## src/bridge_pkg.sv

```systemverilog
package bridge_pkg;

	//////////////////////////////////////////////////////////////////////
	// Bus widths
	//////////////////////////////////////////////////////////////////////

	// Byte address from the CPU data side
	typedef logic [31:0] addr_t;
	// Data word, no sub-word access
	typedef logic [31:0] word_t;
	// Hardware interrupt vector, {ext[3:0], timer1, timer0}
	typedef logic [5:0] hwirq_t;
	// External interrupt lines
	typedef logic [3:0] ext_irq_t;
	// Word index inside a timer window
	typedef logic [1:0] reg_off_t;

	//////////////////////////////////////////////////////////////////////
	// Address map
	//////////////////////////////////////////////////////////////////////

	localparam addr_t TIMER0_BASE = 32'h0000_7f00;
	localparam addr_t TIMER1_BASE = 32'h0000_7f10;
	// Three word registers per timer
	localparam addr_t TIMER_SPAN = 32'd12;

	// Register indices, byte offset / 4
	localparam reg_off_t REG_CTRL = 2'd0;
	localparam reg_off_t REG_PRESET = 2'd1;
	localparam reg_off_t REG_COUNT = 2'd2;

	// CTRL bit positions
	localparam int CTRL_EN_BIT = 0;
	localparam int CTRL_MODE_LSB = 1;
	localparam int CTRL_IM_BIT = 3;

	//////////////////////////////////////////////////////////////////////
	// Timer encodings
	//////////////////////////////////////////////////////////////////////

	// Codes 2 and 3 behave as one-shot
	typedef enum logic [1:0] {
		MODE_ONESHOT = 2'd0,
		MODE_RELOAD = 2'd1
	} timer_mode_e;

	typedef enum logic [1:0] {
		IDLE,
		LOAD,
		CNT,
		INT
	} timer_state_e;

endpackage

```

## src/timer_reg_if.sv

```systemverilog
`timescale 1ns/10ps

// One timer's register port
interface timer_reg_if;

	// Bridge side
	logic sel;
	bridge_pkg::reg_off_t off;
	logic we;
	bridge_pkg::word_t wdata;

	// Timer side
	bridge_pkg::word_t rdata;
	logic irq;

	modport bridge (
		output sel,
		output off,
		output we,
		output wdata,
		input rdata,
		input irq
	);

	modport tmr (
		input sel,
		input off,
		input we,
		input wdata,
		output rdata,
		output irq
	);

endinterface

```

## src/timer.sv

```systemverilog
`timescale 1ns/10ps

module timer (
	input logic clk,
	input logic reset,
	timer_reg_if.tmr regs
);

	//////////////////////////////////////////////////////////////////////
	// Registers and decode
	//////////////////////////////////////////////////////////////////////

	// CTRL holds {im, mode[1:0], en}
	logic [3:0] ctrl;
	logic [3:0] ctrl_next;
	bridge_pkg::word_t preset;
	bridge_pkg::word_t count;
	// One-shot interrupt latch
	logic pending;

	bridge_pkg::timer_state_e state;
	bridge_pkg::timer_state_e state_next;

	logic wr_ctrl;
	logic wr_preset;
	logic en_next;
	logic mask;
	logic reload;
	logic enter_int;
	bridge_pkg::timer_mode_e mode;

	// Writes need sel and we together
	assign wr_ctrl = regs.sel && regs.we && (regs.off == bridge_pkg::REG_CTRL);
	assign wr_preset = regs.sel && regs.we && (regs.off == bridge_pkg::REG_PRESET);
	// COUNT is read-only, no write strobe

	assign mode = bridge_pkg::timer_mode_e'(ctrl[bridge_pkg::CTRL_MODE_LSB +: 2]);
	assign mask = ctrl[bridge_pkg::CTRL_IM_BIT];
	// Anything but reload counts as one-shot
	assign reload = (mode == bridge_pkg::MODE_RELOAD);

	// CTRL next value, a bus write wins over auto-clear
	always_comb begin
		ctrl_next = ctrl;
		if (wr_ctrl)
			ctrl_next = regs.wdata[3:0];
		else if (state == bridge_pkg::INT && !reload)
			ctrl_next[bridge_pkg::CTRL_EN_BIT] = 1'b0;
	end

	// Enable as seen after this edge
	assign en_next = ctrl_next[bridge_pkg::CTRL_EN_BIT];

	//////////////////////////////////////////////////////////////////////
	// Count FSM
	//////////////////////////////////////////////////////////////////////

	always_comb begin
		state_next = state;
		case (state)
			bridge_pkg::IDLE: begin
				// Also re-arms a reload timer
				if (en_next)
					state_next = bridge_pkg::LOAD;
			end
			bridge_pkg::LOAD: begin
				state_next = en_next ? bridge_pkg::CNT : bridge_pkg::IDLE;
			end
			bridge_pkg::CNT: begin
				if (!en_next)
					state_next = bridge_pkg::IDLE;
				else if (count == '0)
					state_next = bridge_pkg::INT;
			end
			bridge_pkg::INT: begin
				state_next = bridge_pkg::IDLE;
			end
			default: begin
				state_next = bridge_pkg::IDLE;
			end
		endcase
	end

	assign enter_int = (state == bridge_pkg::CNT) && (state_next == bridge_pkg::INT);

	always_ff @(posedge clk) begin
		if (reset) begin
			state <= bridge_pkg::IDLE;
			ctrl <= '0;
			preset <= '0;
			count <= '0;
			pending <= 1'b0;
		end else begin
			state <= state_next;
			ctrl <= ctrl_next;
			if (wr_preset)
				preset <= regs.wdata;
			// Disable freezes COUNT where it is
			if (state == bridge_pkg::LOAD && en_next)
				count <= preset;
			else if (state == bridge_pkg::CNT && en_next && count != '0)
				count <= count - 1'b1;
			// Any CTRL write acknowledges
			if (wr_ctrl)
				pending <= 1'b0;
			else if (enter_int && mask && !reload)
				pending <= 1'b1;
		end
	end

	//////////////////////////////////////////////////////////////////////
	// Read port and interrupt
	//////////////////////////////////////////////////////////////////////

	always_comb begin
		case (regs.off)
			bridge_pkg::REG_CTRL:   regs.rdata = {28'd0, ctrl};
			bridge_pkg::REG_PRESET: regs.rdata = preset;
			bridge_pkg::REG_COUNT:  regs.rdata = count;
			default:                regs.rdata = '0;
		endcase
	end

	// Reload pulses in INT, one-shot holds until acked
	assign regs.irq = pending || (state == bridge_pkg::INT && reload && mask);

	// Masked timer never interrupts
	irq_masked_a: assert property (@(posedge clk) disable iff (reset)
		regs.irq |-> mask);

	// IDLE holds COUNT across the edge
	count_idle_a: assert property (@(posedge clk) disable iff (reset)
		state == bridge_pkg::IDLE |=> $stable(count));

endmodule

```

## src/bridge.sv

```systemverilog
`timescale 1ns/10ps

module bridge (
	input bridge_pkg::addr_t addr,
	input logic write_enable,
	input bridge_pkg::word_t write_data,
	output bridge_pkg::word_t read_result,
	input bridge_pkg::ext_irq_t ext_irq,
	output bridge_pkg::hwirq_t hwirq,
	timer_reg_if.bridge t0,
	timer_reg_if.bridge t1
);

	//////////////////////////////////////////////////////////////////////
	// Address decode
	//////////////////////////////////////////////////////////////////////

	logic aligned;
	// Byte offset into each window
	bridge_pkg::addr_t off0;
	bridge_pkg::addr_t off1;
	logic hit0;
	logic hit1;

	// Word access only
	assign aligned = (addr[1:0] == 2'b00);

	assign off0 = addr - bridge_pkg::TIMER0_BASE;
	assign off1 = addr - bridge_pkg::TIMER1_BASE;

	// Inside window and below offset 12
	assign hit0 = aligned && (addr >= bridge_pkg::TIMER0_BASE) &&
		(off0 < bridge_pkg::TIMER_SPAN);
	assign hit1 = aligned && (addr >= bridge_pkg::TIMER1_BASE) &&
		(off1 < bridge_pkg::TIMER_SPAN);

	//////////////////////////////////////////////////////////////////////
	// Write steering
	//////////////////////////////////////////////////////////////////////

	assign t0.sel = hit0;
	assign t0.off = off0[3:2];
	// Timer qualifies we with its own sel
	assign t0.we = write_enable;
	assign t0.wdata = write_data;

	assign t1.sel = hit1;
	assign t1.off = off1[3:2];
	assign t1.we = write_enable;
	assign t1.wdata = write_data;

	//////////////////////////////////////////////////////////////////////
	// Read mux and interrupts
	//////////////////////////////////////////////////////////////////////

	// Same-cycle read, invalid address reads 0
	always_comb begin
		if (hit0)
			read_result = t0.rdata;
		else if (hit1)
			read_result = t1.rdata;
		else
			read_result = '0;
	end

	// Bit 0 timer 0, bit 1 timer 1, externals above
	assign hwirq = {ext_irq, t1.irq, t0.irq};

	// Windows in the address map must not overlap
	always_comb begin
		sel_excl_a: assert final (!(t0.sel && t1.sel))
			else $error("both timer windows decoded at addr %h", addr);
	end

endmodule

```

## src/bridge_top.sv

```systemverilog
`timescale 1ns/10ps

module bridge_top (
	input logic clk,
	input logic reset,
	input bridge_pkg::addr_t addr,
	input logic write_enable,
	input bridge_pkg::word_t write_data,
	output bridge_pkg::word_t read_result,
	output bridge_pkg::hwirq_t hwirq,
	input bridge_pkg::ext_irq_t ext_irq
);

	//////////////////////////////////////////////////////////////////////
	// Register ports, one per timer
	//////////////////////////////////////////////////////////////////////

	timer_reg_if t0_if ();
	timer_reg_if t1_if ();

	// Decoder and read mux
	bridge bridge_i (
		.addr         (addr),
		.write_enable (write_enable),
		.write_data   (write_data),
		.read_result  (read_result),
		.ext_irq      (ext_irq),
		.hwirq        (hwirq),
		.t0           (t0_if.bridge),
		.t1           (t1_if.bridge)
	);

	// Timer 0 at 0x7f00
	timer timer0_i (
		.clk   (clk),
		.reset (reset),
		.regs  (t0_if.tmr)
	);

	// Timer 1 at 0x7f10
	timer timer1_i (
		.clk   (clk),
		.reset (reset),
		.regs  (t1_if.tmr)
	);

endmodule

```

## config.mk

```make
export PLATFORM = sky130hd
export DESIGN_NAME = bridge_top
export DESIGN_NICKNAME = d
export VERILOG_FILES = /design/src/bridge_pkg.sv /design/src/timer_reg_if.sv /design/src/timer.sv /design/src/bridge.sv /design/src/bridge_top.sv
export SDC_FILE = /design/constraint.sdc
export NUM_CORES = 1
export LEC_CHECK = 0
export BUFFER_PORTS_ARGS = -buffer_cell sky130_fd_sc_hd__buf_2
export CORE_ASPECT_RATIO = 1.75
export CORE_MARGIN = 1
export CORE_UTILIZATION = 30
export CTS_BUF_LIST = sky130_fd_sc_hd__clkbuf_2
export DETAILED_ROUTE_END_ITERATION = 6
export GPL_TIMING_DRIVEN = 0
export PLACE_DENSITY_LB_ADDON = 0.08
export SKIP_CTS_REPAIR_TIMING = 1
export SYNTH_ARGS = -nofsm -noshare
export SYNTH_HDL_FRONTEND = slang
export SYNTH_SLANG_ARGS = --single-unit
```

## constraint.sdc

```tcl
create_clock -name clk -period 4.7 [get_ports clk]
set_clock_uncertainty 0.05 [all_clocks]
set_input_delay 0.94 -clock clk [delete_from_list [all_inputs] [get_ports clk]]
set_output_delay 0.94 -clock clk [all_outputs]
set_load 0.02 [all_outputs]
```

==> run metrics, run 1 <==
status finished with violations; failing checks negative setup slack; Rows 81; #FFs+latches synth 142; Worst path most repeated cell or4_4; FFs w/ async S/R, synth 0%; die span in x 130 um; critical path class in -> out; TritonCTS clock tree done; placed insts 1673; period utilization 107%; area of the core 28100 um2; Tot Pwr 0.00209 W; final hold viol count 0; LEAKAGE 3.56 nW; top post-synthesis cells by area dfxtp_1, nand2_1, a21oi_1; DRC Markers 0; Die Height 226 um; Worst EP required 3.71 ns; vias 9804; clk slew on worst S/H paths 0.24 ns; Cell Area, Synth 8630 um2; max-cap violation count 0; worst-margin pin slew 1.10 ns; worst min path class in -> reg; top-count cell post-synth nand2_1; clock sink total 142; worst vdd ir 0.127 mV; Final Max Tran Viols 0; dpl hpwl 30700 um; crit path cell chain buf_8, or4_4, or4_4, a311o_1, maj3_2, or4_4, buf_12, nor2_4, a21oi_1, nor2_2, buf_6; CTS root buffer clkbuf_2; ANT nets after route 0; Synth Warn # 0; Fmax 198 MHz; GRT Total Usage 27.5%; RSZ-0062 raised after global routing yes; vias in the first global route 9123; Post-Synthesis Cells 1201; P per Cell Area 196 nW/um2; largest net degree at the start of global routing 17; worst skew pair latency 0.86 ns; synthesized area per cell 7.19 um2; most frequent cells after synthesis nand2_1, a21oi_1, dfxtp_1, nor2_1, clkbuf_1; CTS Buffer Depth 2; critical path startpoint category primary input; critical path arrival 4.05 ns; initial antenna violation count 1; DR vias/cell 5.70; Initial Util 30.8%; Yosys cell types 77; Final Non-Filler Cells 1721; global-route wire length before repair 58200 um; Area growth syn-to-layout 23.2%; 1st-pass router iterations 5; Post-synth EDFFs 0; Relative slew margins 25.7%; WL/cell 23.5 um; proportion of synthesized chip area in sequential cells 32.9%; area leader, netlist dfxtp_1; First DRT Iteration DRCs 711; Nets 1407; cts bufs inserted 17; die area 29500 um2; Final Wtd Congestion 0.912; Post-Synthesis Net Count 1274; Synth top area share 32.9%; fin crit period 5.04 ns; hold_ws 0.262 ns; crit-path max cell delay 0.63 ns; Max Fanout on Critical Path 5; CTS H-tree lvls 4; share of cells above drive strength 1 18.8%; gr ovfl total 0; # IOs 109; Worst path slowest cell or4_4; Final Worst Setup Slack -0.342 ns; Routed WL 40400 um; Top FF cell, synth dfxtp_1; port buffer count 99; critical path capture point type primary output; Final setup viols 32; Setup TNS Final -8.24 ns
## kinds of logic (layout without fill, tap and decap cells)
logic type                 count (synthesis)  count (layout)  synth area share (%)
buffers and inverters                    128             273                  6.59
AOI/OAI and AO/OA                        412             412                  30.5
xor gates and xnor gates                   4               4                 0.406
adders and majority gates                  4               4                 0.536
and+or+nand+nor                          490             491                  26.5
other                                      0               1                     0
muxes                                     21              21                  2.52
DFF                                      142             142                  32.9
## layout by cell type, fill, tap and decap left out, drive strengths merged, types with 8 or more instances in the layout
master / n
a211oi: 22
a21oi: 147
a22oi: 59
buf: 146
clkbuf: 85
dfxtp: 142
inv: 29
mux2i: 18
nand2: 229
nand2b: 10
nand3: 22
nand4: 18
nor2: 87
nor2b: 14
nor3: 42
nor4: 19
o21ai: 69
o221a: 8
o22ai: 36
o31ai: 8
or3: 11
or4: 16
## registers in the layout, summed over array words and instances, names as in the netlist
signal and count:
timer0_i.pending 1, timer1_i.pending 1, timer0_i.state 2, timer0_i.preset 32, timer0_i.count 32, timer1_i.ctrl 4
timer1_i.count 32, timer0_i.ctrl 4, timer1_i.preset 32, timer1_i.state 2
## critical path, delay by kind of cell
| kind | cells | cell delay, ns |
|---|---|---|
| simple gates | 5 | 1.93 |
| compound gates | 2 | 0.39 |
| fa+ha+maj | 1 | 0.35 |
| buf+inv | 3 | 0.43 |
## report_power, final
part / switching, W / internal [W]
registers: 0.0000000000000605 / 0.00121
logic: 0.000130 / 0.0000545
clock network: 0.000510 / 0.000184
## path summary, 6_finish.rpt
check	from	to	slack (ns)	cells past startpoint
setup / recovery	addr[22]	read_result[1]	-0.34	11
setup reg to reg	timer0_i.count[0]$_SDFFE_PP0P_	timer0_i.count[26]$_SDFFE_PP0P_	0.17	11
hold reg to reg	timer1_i.preset[26]$_SDFFE_PP0P_	timer1_i.preset[26]$_SDFFE_PP0P_	0.43	2
hold / removal	write_data[12]	timer0_i.preset[12]$_SDFFE_PP0P_	0.26	3
## through the flow
step                      util [%]  worst slack, ns  cell area (um2)
after global routing          37.9           -0.390            10600
after detailed placement      35.4           -0.748             9920
final                         37.9           -0.342            10600
after CTS                     36.0           -0.762            10100
after global placement        35.4           -0.780             9920
after floorplan                  -          -0.0758             8960
## layer usage
| layer | track usage [%] | up-vias | share of wire, % |
|---|---|---|---|
| li1 | - | 4684 | - |
| met1 | 30.1 | 4680 | 38 |
| met2 | 50.4 | 347 | 53 |
| met3 | 3.37 | 93 | 4.3 |
| met4 | 14.6 | 0 | 4.7 |
| met5 | 0 | - | 0 |
## cell type report
cell class / instances / area, um2
Fill cell: 3000 / 17400
Multi-Input combinational cell: 932 / 5700
Sequential cell: 142 / 2840
Timing Repair Buffer: 114 / 816
Buffer: 98 / 509
Tap cell: 373 / 467
Inverter: 29 / 109
Clock inverter: 13 / 100
Clock buffer: 19 / 95.1
Antenna cell: 1 / 2.50
Power figures use the tool's default switching activity.
==> run 2, diff against run 1 <==
PLACE_DENSITY_LB_ADDON = default   (was 0.08)
REMOVE_ABC_BUFFERS = 1   (was default)
==> run metrics, run 2 (synthesis results as in run 1) <==
status finished with violations; failing checks design-rule violations, negative setup slack; RSZ-0062 raised after global routing yes; port buffer count 100; P per Cell Area 214 nW/um2; First DRT Iteration DRCs 842; largest net degree at the start of global routing 113; ANT nets after route 0; Worst path most repeated cell or4_4; Final Wtd Congestion 0.862; Finished Core Util 37.1%; area of the multi-input gates 5690 um2; clk slew on worst S/H paths 0.21 ns; worst min path class in -> reg; Rows 81; vias 9724; Relative slew margins 23.2%; 1st-pass router iterations 7; final hold viol count 0; most common cell after layout, fill and taps aside nand2_1; Area growth syn-to-layout 20.7%; area of the core 28100 um2; critical path arrival 4.01 ns; crit path cell chain buf_2, or4_4, or4_4, a311o_1, maj3_2, or4_4, o22ai_2, o311a_1, buf_6; DR vias/cell 5.90; Worst path slowest cell or4_4; die span in x 130 um; Reg area 2840 um2; critical path startpoint category primary input; cts bufs inserted 17; Tot Pwr 0.00223 W; hold_ws 0.325 ns; vias in the first global route 8931; Initial Util 30.8%; global-route wire length before repair 48800 um; Final Non-Filler Cells 1647; gr ovfl total 0; CTS root buffer clkbuf_2; Max Fanout on Critical Path 7; WL/cell 20.8 um; worst skew pair latency 0.80 ns; period utilization 106%; Worst EP required 3.71 ns; highest-count cells in the layout ignoring fill and taps nand2_1, a21oi_1, dfxtp_1; CTS H-tree lvls 4; TritonCTS clock tree done; fill count 2980; Final setup viols 32; GRT Total Usage 21.7%; worst-margin pin slew 1.15 ns; CTS Buffer Depth 2; worst vdd ir 0.122 mV; die area 29500 um2; max-cap violation count 0; clock sink total 142; Nets 1334; critical path class in -> out; Place WS -1.21 ns; Routed WL 34200 um; Final Max Tran Viols 0; dpl hpwl 22200 um; DRC Markers 3; crit-path max cell delay 0.63 ns; initial antenna violation count 1; Fmax 200 MHz; LEAKAGE 3.46 nW; # IOs 109; placed insts 1586; critical path capture point type primary output; Die Height 226 um; Final Worst Setup Slack -0.298 ns; share of cells above drive strength 1 19.3%; fin crit period 5.00 ns
==> run 2: cell count changes in the layout (fill, tap and decap cells not counted), moves of 4 or more <==
cell       before  now
o22ai_4        25   10
buf_4          24   31
or4_4           5    9
clkbuf_1       62    0
o22ai_2         2   14
buf_2          89   70
bufinv_16       1    5
==> run 2: critical path, delay by kind of cell <==
family,cells,cell delay [ns]
buffers and inverters,2,0.26
and+or+nand+nor,3,1.68
adders and majority gates,1,0.40
AOI/OAI and AO/OA,3,0.72
==> run 2: cell type report <==
type	instances	share of cell area (%)
well taps	373	4.48
flip-flops and latches	142	27.3
diodes	1	0.0240
repair buffers	133	9.82
clock inverters	13	1.88
inverters	29	1.04
clock buffers	18	0.864
multi-input cells	938	54.6
==> run 2: final timing paths <==
kind	startpoint	end	slack [ns]	cells after the start
min reg2reg	timer1_i.preset[26]$_SDFFE_PP0P_	timer1_i.preset[26]$_SDFFE_PP0P_	0.43	2
min	write_data[13]	timer0_i.preset[13]$_SDFFE_PP0P_	0.32	3
max reg2reg	timer0_i.count[0]$_SDFFE_PP0P_	timer0_i.count[14]$_SDFFE_PP0P_	0.19	11
max	addr[21]	read_result[3]	-0.30	9
==> run 2: report_power, final <==
group	total, W	internal [W]	switching (W)
logic	0.000154	0.0000492	0.000104
clock network	0.000871	0.000395	0.000476
registers	0.00121	0.00121	0.0000000000000671
total	0.00223	0.00165	0.000580
==> run 2: stage by stage <==
| step | TNS (ns) | area [um2] |
|---|---|---|
| 2_1_floorplan | -74.37 | 8170 |
| 3_3_place_gp | -425.21 | 9140 |
| 3_5_place_dp | -64.24 | 9390 |
| 4_1_cts | -33.57 | 9680 |
| 5_1_grt | -6.78 | 10400 |
| 6_report | -6.22 | 10400 |
==> run 2: routing by layer <==
layer / part of all wire (%) / routed length (um) / global-route usage [%] / up-vias
met5: 0 / 0 / 0 / -
met4: 7.5 / 2570 / 16.4 / 0
met3: 5.6 / 1920 / 3.68 / 139
met2: 51 / 17300 / 38.8 / 418
met1: 36 / 12400 / 22.2 / 4626
li1: - / - / - / 4541
